===== src/design/mlpPkg.sv =====
package mlpPkg;

	localparam int NUM_INPUTS = 15;
	localparam int NUM_HIDDEN = 8;
	localparam int NUM_CLASSES = 4;
	localparam int NEURON_LATENCY = 3; // input, sum and activation registers.

	typedef logic [15:0] activation_t;
	typedef logic [15:0] weight_t;
	typedef logic [1:0] classIndex_t;

	typedef weight_t [0:NUM_HIDDEN-1][0:NUM_INPUTS-1] hiddenWeights_t;
	typedef weight_t [0:NUM_CLASSES-1][0:NUM_HIDDEN-1] outputWeights_t;
	typedef activation_t [0:NUM_HIDDEN-1] hiddenBiases_t;
	typedef activation_t [0:NUM_CLASSES-1] outputBiases_t;

	typedef struct packed {
		logic valid;
		activation_t [NUM_INPUTS-1:0] activations;
	} sampleBus_t;

	typedef struct packed {
		logic valid;
		classIndex_t classIndex;
		activation_t score; // two's complement.
	} classResult_t;

	// every hidden row has a negative weight on input 5, so a large value there
	// pulls all hidden sums below zero.
	localparam hiddenWeights_t HIDDEN_WEIGHTS = '{
		'{-16'sd15, 16'sd4, 16'sd10, 16'sd60, 16'sd26, -16'sd25, 16'sd48, -16'sd28,
			16'sd6, 16'sd10, -16'sd13, -16'sd28, 16'sd27, 16'sd1, 16'sd4},
		'{16'sd22, -16'sd8, 16'sd35, -16'sd3, 16'sd14, -16'sd30, 16'sd7, 16'sd19,
			-16'sd21, 16'sd40, 16'sd5, -16'sd12, 16'sd9, 16'sd33, -16'sd6},
		'{-16'sd4, 16'sd51, -16'sd17, 16'sd8, 16'sd29, -16'sd27, -16'sd9, 16'sd44,
			16'sd13, -16'sd2, 16'sd18, 16'sd37, -16'sd24, 16'sd6, 16'sd12},
		'{16'sd31, 16'sd0, -16'sd11, 16'sd25, -16'sd19, -16'sd22, 16'sd55, 16'sd3,
			-16'sd7, 16'sd16, 16'sd42, -16'sd14, 16'sd20, -16'sd26, 16'sd8},
		'{16'sd9, -16'sd23, 16'sd46, 16'sd12, -16'sd5, -16'sd29, 16'sd21, -16'sd16,
			16'sd38, 16'sd27, -16'sd10, 16'sd4, 16'sd58, -16'sd8, 16'sd17},
		'{-16'sd28, 16'sd17, 16'sd6, -16'sd20, 16'sd47, -16'sd18, -16'sd3, 16'sd30,
			16'sd11, -16'sd15, 16'sd24, 16'sd53, -16'sd1, 16'sd19, -16'sd9},
		'{16'sd14, 16'sd36, -16'sd26, 16'sd5, -16'sd12, -16'sd24, 16'sd39, -16'sd5,
			16'sd60, -16'sd19, 16'sd7, -16'sd30, 16'sd15, 16'sd28, 16'sd2},
		'{-16'sd7, -16'sd14, 16'sd23, 16'sd49, 16'sd3, -16'sd21, -16'sd18, 16'sd26,
			-16'sd25, 16'sd8, 16'sd34, 16'sd11, -16'sd6, 16'sd45, -16'sd20}
	};

	localparam hiddenBiases_t HIDDEN_BIASES = '{
		16'sd11, -16'sd5, 16'sd20, 16'sd3, -16'sd12, 16'sd8, 16'sd0, 16'sd15
	};

	localparam outputWeights_t OUTPUT_WEIGHTS = '{
		'{16'sd12, -16'sd20, 16'sd7, 16'sd15, -16'sd9, 16'sd25, -16'sd4, 16'sd3},
		'{-16'sd6, 16'sd18, 16'sd22, -16'sd11, 16'sd14, -16'sd3, 16'sd9, 16'sd27},
		'{16'sd20, 16'sd5, -16'sd15, 16'sd30, -16'sd8, 16'sd11, -16'sd22, 16'sd6},
		'{-16'sd13, 16'sd24, 16'sd4, -16'sd7, 16'sd19, -16'sd17, 16'sd28, -16'sd10}
	};

	// classes 1 and 2 tie when every hidden activation is clamped to zero.
	localparam outputBiases_t OUTPUT_BIASES = '{
		-16'sd20, 16'sd35, 16'sd35, 16'sd10
	};

endpackage


===== src/design/classSelector.sv =====
`timescale 1ns/1ns

module classSelector import mlpPkg::*; #(
	parameter int numClasses = NUM_CLASSES
) (
	input logic clk,
	input logic reset,
	input activation_t [numClasses-1:0] scores,
	input logic scoresValid,
	output classResult_t result
);

	classIndex_t bestIndex;
	activation_t bestScore;

	// strict comparison so the lowest index survives a tie.
	always_comb
	begin
		bestIndex = '0;
		bestScore = scores[0];
		for (int i = 1; i < numClasses; i++)
		begin
			if ($signed(scores[i]) > $signed(bestScore))
			begin
				bestIndex = classIndex_t'(i);
				bestScore = scores[i];
			end
		end
	end

	always_ff @(posedge clk)
	begin
		if (reset)
		begin
			result.valid <= 1'b0;
		end
		else
		begin
			result.valid <= scoresValid;
		end
	end

	// the payload only moves with a valid set of scores, so it reads zero
	// until the first sample has come through.
	always_ff @(posedge clk)
	begin
		if (reset)
		begin
			result.classIndex <= '0;
			result.score <= '0;
		end
		else if (scoresValid)
		begin
			result.classIndex <= bestIndex;
			result.score <= bestScore;
		end
	end

endmodule


===== config.mk =====
export PLATFORM = sky130hd
export DESIGN_NAME = classSelector
export DESIGN_NICKNAME = d
export VERILOG_FILES = /design/src/design/mlpPkg.sv /design/src/design/classSelector.sv
export SDC_FILE = /design/constraint.sdc
export NUM_CORES = 1
export LEC_CHECK = 0
export BUFFER_PORTS_ARGS = -buffer_cell sky130_fd_sc_hd__buf_2
export CAP_MARGIN = 20
export CELL_PAD_IN_SITES_DETAIL_PLACEMENT = 0
export CELL_PAD_IN_SITES_GLOBAL_PLACEMENT = 1
export CORE_MARGIN = 5
export CORE_UTILIZATION = 35
export CTS_CLUSTER_SIZE = 20
export DETAILED_ROUTE_END_ITERATION = 6
export PLACE_DENSITY = 0.74
export RECOVER_POWER = 25
export SYNTH_ARGS = -nofsm -noshare
export SYNTH_HDL_FRONTEND = slang
export SYNTH_SLANG_ARGS = --single-unit

===== constraint.sdc =====
create_clock -name clk -period 17.4 [get_ports clk]
set_input_delay 3.48 -clock clk [delete_from_list [all_inputs] [get_ports clk]]
set_output_delay 3.48 -clock clk [all_outputs]
set_load 0.02 [all_outputs]

Word level (Yosys, flattened, before mapping)

Index checks and enable logic that the tools add are counted.

Multipliers: 0
Mux-type cells: 6
Reductions and logical operators: 0
Shift operators: 0
Equal/unequal tests: 0
Magnitude comparators: 3
Divide/modulo/power cells: 0
$add $sub $neg: 0
Bitwise operators: 0

Operators by type and width:

| kind                           | number |
|---|---|
| greater-than comparator 16 bit | 3 |
| 2-to-1 mux 16 bit              | 3 |
| 2-to-1 mux 2 bit               | 2 |
| 2-to-1 mux 1 bit               | 1 |

Memories kept: 0
ROM bits: 0
Register bits: 19
Output and inout port bits: 19
RAM bits: 0
Bits in latches: 0

Depth between registers and ports, before layout

Gate-level depths: netlist of the first run.

Depth in word-level cells: 6
Gate-level depth with buffers: 34

Worst setup path before layout of the first run

OpenSTA, ideal clock, no wires.

Path kind: input to register
Start: input port scores[13] in the netlist's numbering
End: register result[10] in the netlist's numbering
Stages: 33
Path slack: 6.861 ns
Required time: 17.286 ns
Arrival: 10.425 ns
Path through: inv_1 -> ha_1 -> a211oi_2 -> o22ai_1 -> or3_1 -> o31ai_1 -> o21a_1 -> clkbuf_1 -> buf_1 -> mux2i_1 -> ha_1 -> nand4_1 -> nor2_1 -> and3_1 -> and2_1 -> or3b_1 -> a221o_1 -> a221oi_4 -> buf_6 -> mux2i_1 -> inv_1 -> ha_1 -> nor2b_1 -> o21a_1 -> o21a_1 -> o21ai_0 -> a2111oi_0 -> nor3_1 -> nand3b_1 -> and2_1 -> clkbuf_1 -> clkbuf_1 -> a2111oi_0

Cells in the longest elaborated chain, start to end: 6

RTL lines:

| element                        | line                | text |
|---|---|---|
| from (decl)                    | classSelector.sv:8  | `input activation_t [numClasses-1:0] scores,` |
| greater-than comparator 16 bit | classSelector.sv:23 | `if ($signed(scores[i]) > $signed(bestScore))` |
| 2-to-1 mux 16 bit *            | classSelector.sv:23 |  |
| greater-than comparator 16 bit | classSelector.sv:23 |  |
| 2-to-1 mux 16 bit *            | classSelector.sv:23 |  |
| greater-than comparator 16 bit | classSelector.sv:23 |  |
| 2-to-1 mux 16 bit *            | classSelector.sv:23 |  |
| to (decl)                      | classSelector.sv:10 | `output classResult_t result` |

Mark *: on every way between the ends. The rest lies on a longest branch, timed or not.
A chain may end at the register's enable or synchronous reset.

Worst setup path in the final report of the first run

Start: input port scores[13] in the netlist's numbering
End: register result[5] in the netlist's numbering

Same word-level chain as after synthesis.

==> key figures, run 1 <==
Setup path
  – CP peak stage delay: 0.78 ns
  – Crit path max fanout: 18
  – R2R Path End: result[5]
  – Reg2reg start: result[5]
  – R2R depth: 2
  – Critical path type: input port to register
  – Critical Path Sink Type: register
  – Crit path launch type: input port
  – Bufs and invs on worst path: 2
  – Cell family with most CP delay: compound AO/OA/AOI/OAI gates
  – R2r setup slk: 16.47 ns
  – Arrival time worst endpoint: 11.72 ns
  – CP Data Required Time: 17.53 ns
  – Slowest CP cell: a221oi_4

Timing
  – Share of the clock period used by the worst path: 66.66%
  – Fin. max-slew vios: 0
  – Clock Skew: 0 ns
  – Tightest Pin Transition: 1.278 ns
  – Rel. slew slack: 14.79%
  – Max Freq: 86.22 MHz
  – Setup violations, final: 0
  – RSZ-0062 raised after global routing: false
  – Minimum hold slack: 0.4824 ns
  – Endpoints failing hold: 0
  – Final Critical Period: 11.60 ns
  – Setup ws final: 5.801 ns
  – Setup TNS Final: 0 ns

Routing
  – Post-route ant nets: 0
  – Drt total wl: 6.917 mm
  – Drt first-iter violations: 67
  – Initial DRT Pass Iterations: 4
  – Vias: 2,459
  – Wire per inst: 14.41 um
  – Vias per cell: 5.123
  – Post-route DRC: 0

Finish
  – Reg with most FFs: result
  – Area Overhead vs Synth: 21.12%
  – Antenna Cells: 0
  – Nets: 495
  – Largest regs: result (19)
  – Fill count: 766
  – Commonest non-fill, non-tap cell in the layout: buf_2
  – Share of cells above drive strength 1: 25.72%
  – Area of the multi-input gates: 0.001958 mm2
  – Post-route cell area: 0.003064 mm2
  – Max FFs per register: 19
  – Most frequent cells in the layout: buf_2 (76), ha_1 (46), inv_1 (37), nor2_1 (22), mux2i_1 (20)
  – Register area: 380.4 um2

Synthesis
  – Sequential area share after synthesis: 15.03%
  – Synth Area in Compound Gates: 20.03%
  – Synth area leaders: ha_1 (23%), dfxtp_1 (15%), mux2i_1 (7.9%)
  – Synth Instances: 304
  – Register bit total from synthesis: 19
  – Syn Nets: 417
  – Unique cell type count in the Yosys netlist: 45
  – Post-synth top flop: dfxtp_1
  – YS warnings: 0
  – Synth Area in XOR/XNOR: 0%
  – EDFF count, synth: 0
  – Post-synthesis mux area share: 13.70%
  – Simple-Gate Fraction of Synth Area: 20.92%
  – Mapped Area: 0.002530 mm2
  – Synth Area in Adders: 22.75%
  – Average size of a mapped cell: 8.322 um2
  – Combinational family with the most area after synthesis: adder cells
  – Yosys top cell area share: 22.75%
  – Post-synth top area cell: ha_1
  – Asr flop ratio synth: 0%

Place
  – Setup slack after placement: 5.505 ns
  – Area of placed instances: 0.003027 mm2
  – HPWL after DPL: 5.996 mm
  – Gpl congestion: 0.8298
  – Port Buffer Count: 85

Pwr
  – Pwr Total: 214.0 uW
  – Seq pwr share: 24.8%
  – Net Sw Power: 93.52 uW
  – Peak supply drop: 0.00004243 V
  – Sw Share: 43.69%
  – Clock Power Share: 15.1%
  – P per Cell Area: 69.85 mW/mm2
  – Leakage: 1.555 nW
  – Logic gate share of total power: 60.1%
  – Int Power: 120.5 uW

Clock network
  – Post-CTS resize count: 0
  – H-tree depth: 1
  – Clock Sinks: 19
  – Clk buf depth: 2
  – Clock tree from TritonCTS: built
  – Worst-path clk slew: 0.08 ns
  – Number of buffers created by CTS: 3
  – Clk_lat worst skew: 0.26 ns
  – Root Buffer: clkbuf_8
  – Post-CTS setup buffers: 0
  – Hold buffer count at CTS: 0

Floorplanning
  – # IOs: 86
  – Die W: 95.02 um
  – Die Ht: 95.02 um
  – Total die area: 0.009029 mm2
  – FP Rows: 31
  – Starting density of the core: 35.45%
  – Total core area: 0.007137 mm2

Global route
  – Total GRT Usage: 15.73%
  – First-pass GRT wire length: 11.45 mm
  – Initial antenna violation count: 0
  – Number of global-route vias before repair: 2,574
  – GRT overflow: 0
  – Largest net degree at the start of global routing: 37

Outcome
  – Outcome: finished clean

Hold path
  – Hold Path Depth: 2
  – WHS Endpoint: result[17]
  – Hold_sp: result[17]
  – Hold Path Class: register to register

Flow run
  – Max Cap Violations: 0
-- cell families (layout without fill, tap and decap cells) --
| family | Yosys count | count (layout) |
|---|---|---|
| AND/OR/NAND/NOR | 90 | 90 |
| multiplexers | 33 | 33 |
| flip-flops | 19 | 19 |
| AO/OA/AOI/OAI | 67 | 67 |
| adder cells (fa/ha/maj) | 46 | 46 |
| buffers and inverters | 49 | 126 |
-- power groups by stage --
| stage | sequential (mW) | combinational (mW) | clock, mW |
|---|---|---|---|
| 6_report | 0.0531 | 0.129 | 0.0323 |
| 5_1_grt | 0.0539 | 0.146 | 0.0348 |
| 4_1_cts | 0.0531 | 0.131 | 0.0336 |
| 3_5_place_dp | 0.0540 | 0.130 | 0 |
| 3_3_place_gp | 0.0540 | 0.129 | 0 |
| 2_1_floorplan | 0.0617 | 0.0864 | 0 |
-- routing by layer --
| layer | vias up | GRT usage, % | part of all wire [%] |
|---|---|---|---|
| li1 | 1281 | - | - |
| met1 | 1108 | 21.03 | 47 |
| met2 | 65 | 27.19 | 46 |
| met3 | 5 | 1.579 | 5.8 |
| met4 | 0 | 3.726 | 0.77 |
| met5 | - | 0 | 0 |
-- area by class of cell --
type                       count  area share, %
clock buffer                   3          1.347
clock inverter                 1         0.2450
inverter                      37          4.532
multi-input combinational    236          63.90
sequential                    19          12.41
tap                           99          4.042
timing repair buffer          85          13.52
-- Yosys cell counts, drive strengths merged, types with 7 or more instances --
cell type	n
a21oi	14
dfxtp	19
nand2	10
a21o	7
mux2i	20
a2111oi	17
o21ai	9
nand4	7
nor3b	16
ha	46
nor2	22
inv	37
nor3	7
mux2	13
clkbuf	10
-- worst register-to-register path: stages (launching register included) --
cell and delay (ns):
dfxtp_1 0.34, nor2_1 0.04, a2111oi_0 0.42
-- worst max path at each step --
stage                          start  depth (start not counted)  slack [ns]         end
final                     scores[13]                         28        5.80   result[5]
after global routing      scores[13]                         28        5.11   result[5]
after CTS                 scores[13]                         28        5.73   result[5]
after detailed placement  scores[13]                         28        5.51   result[4]
after global placement    scores[13]                         29        5.68   result[3]
after floorplan           scores[13]                         33        6.86  result[10]
-- per-stage QoR --
step,cells,utilization [%]
2_1_floorplan,304,-
3_3_place_gp,476,42.41
3_5_place_dp,476,42.41
4_1_cts,480,43.09
5_1_grt,480,42.93
6_report,480,42.93
(Power assumes the default switching activity.)
==> inputs of run 2 (changes only) <==
Settings changed: CORE_UTILIZATION 35 to 34, PLACE_DENSITY 0.74 to 0.76.
Clock period 17.4 ns to 10 ns, I/O delays scaled along.
==> key figures, run 2 (synthesis gave the netlist of run 1 again) <==
Global route
  – Met1 Use GR: 20.88%
  – Grt peak-use layer: met2
  – GRT overflow: 0
  – First-pass GRT wire length: 11.17 mm
  – Total GRT Usage: 15.16%
  – Largest net degree at the start of global routing: 37
  – Initial antenna violation count: 0
  – Met2 Usage GRT: 24.90%
  – Number of global-route vias before repair: 2,454
  – GR Util met3: 2.033%

Timing
  – Tightest Pin Transition: 1.271 ns
  – Share of the clock period used by the worst path: 90.66%
  – Rel. slew slack: 15.24%
  – Setup violations, final: 0
  – Minimum hold slack: 0.4840 ns
  – Setup ws final: 0.9337 ns
  – Max Freq: 110.3 MHz
  – Setup TNS Final: 0 ns
  – RSZ-0062 raised after global routing: false
  – Final Critical Period: 9.066 ns
  – Endpoints failing hold: 0
  – Clock Skew: 0 ns
  – Fin. max-slew vios: 0

Clock network
  – Clk_lat worst skew: 0.25 ns
  – H-tree depth: 1
  – Number of buffers created by CTS: 3
  – Clock Sinks: 19
  – Root Buffer: clkbuf_8
  – Clock tree from TritonCTS: built
  – Post-CTS setup buffers: 0
  – Worst-path clk slew: 0.08 ns
  – Clk buf depth: 2

Setup path
  – Reg2reg start: result[0]
  – Critical path endpoint: result[0]
  – Critical Path Sink Type: register
  – R2R depth: 2
  – R2r setup slk: 9.07 ns
  – Worst setup startpoint: scores[13]
  – Arrival time worst endpoint: 9.19 ns
  – Crit path launch type: input port
  – Critical path type: input port to register
  – CP peak stage delay: 0.67 ns
  – R2R Path End: result[0]
  – CP Data Required Time: 10.13 ns
  – Slowest CP cell: a2111oi_0
  – Crit path max fanout: 18
  – Crit path top cell by count: ha_1

Finish
  – Post-route cell area: 0.003080 mm2
  – Most frequent cells in the layout: buf_2 (76), ha_1 (46), inv_1 (37), nor2_1 (22), mux2i_1 (20)
  – Share of cells above drive strength 1: 26.37%
  – Largest regs: result (19)
  – Reg with most FFs: result
  – Area Overhead vs Synth: 21.76%
  – Layout Cells excl Fill: 482
  – Commonest non-fill, non-tap cell in the layout: buf_2
  – Antenna Cells: 0
  – Nets: 497
  – Max FFs per register: 19
  – Final Util: 42.47%

Routing
  – Vias per cell: 5.122
  – Drt total wl: 7.171 mm
  – Vias: 2,469
  – Initial DRT Pass Iterations: 4
  – Wire per inst: 14.88 um
  – Drt first-iter violations: 63
  – Post-route DRC: 0
  – Post-route ant nets: 0

Floorplanning
  – Die W: 96.26 um
  – FP Rows: 31
  – # IOs: 86
  – Total core area: 0.007253 mm2
  – Die Ht: 96.26 um
  – Starting density of the core: 34.88%
  – Total die area: 0.009266 mm2

Hold path
  – Hold Path Depth: 2
  – Hold Path Class: register to register

Pwr
  – P per Cell Area: 122.9 mW/mm2
  – Leakage: 1.565 nW
  – Peak supply drop: 0.00009003 V
  – Pwr Total: 378.4 uW

Place
  – HPWL after DPL: 6.079 mm
  – Area of placed instances: 0.003042 mm2
  – Cells after DPL: 478
  – Setup slack after placement: 0.4276 ns
  – Gpl congestion: 0.8501
  – Port Buffer Count: 85

Flow run
  – Max Cap Violations: 0

Outcome
  – Outcome: finished clean
## run 2: changes by cell type in the layout (fill, tap and decap cells not counted)
cell / change
o21a_1: -1
buf_4: +2
o21a_2: +1
## run 2: power breakdown
group,total (mW),internal [mW],switching [mW]
clock,0.0562,0.0281,0.0281
sequential,0.0929,0.0869,0.00606
combinational,0.229,0.0982,0.131
## run 2: layout make-up
cell class	instances	area (um2)
tap	99	123.9
sequential	19	380.4
clock inverter	1	7.507
clock buffer	3	41.29
multi-input combinational	236	1959
inverter	37	138.9
timing repair buffer	87	429.2
fill	780	4173
## run 2: worst min path at each step
stage / start / endpoint
5_1_grt: result[14] / result[14]
2_1_floorplan: result[17] / result[17]
3_5_place_dp: result[14] / result[14]
6_report: result[14] / result[14]
4_1_cts: result[17] / result[17]
3_3_place_gp: result[17] / result[17]
## run 2: critical path: cells and delay by family
family                     cells  cell delay, ns
AOI/OAI and AO/OA             11            3.24
adders and majority gates      3            0.89
buffers and inverters          4            0.49
muxes                          2            0.48
and+or+nand+nor               10            2.09
## run 2: routing by layer
metal  part of all wire, %  vias up
met5                     0        -
met4                  0.98        0
met3                   6.2        6
met2                    45       67
met1                    48     1107
li1                      -     1289
## run 2: repair_timing
action,in CTS,in global routing
hold buffers,0,0
gates resized for setup,0,1
setup endpoints to repair,0,1
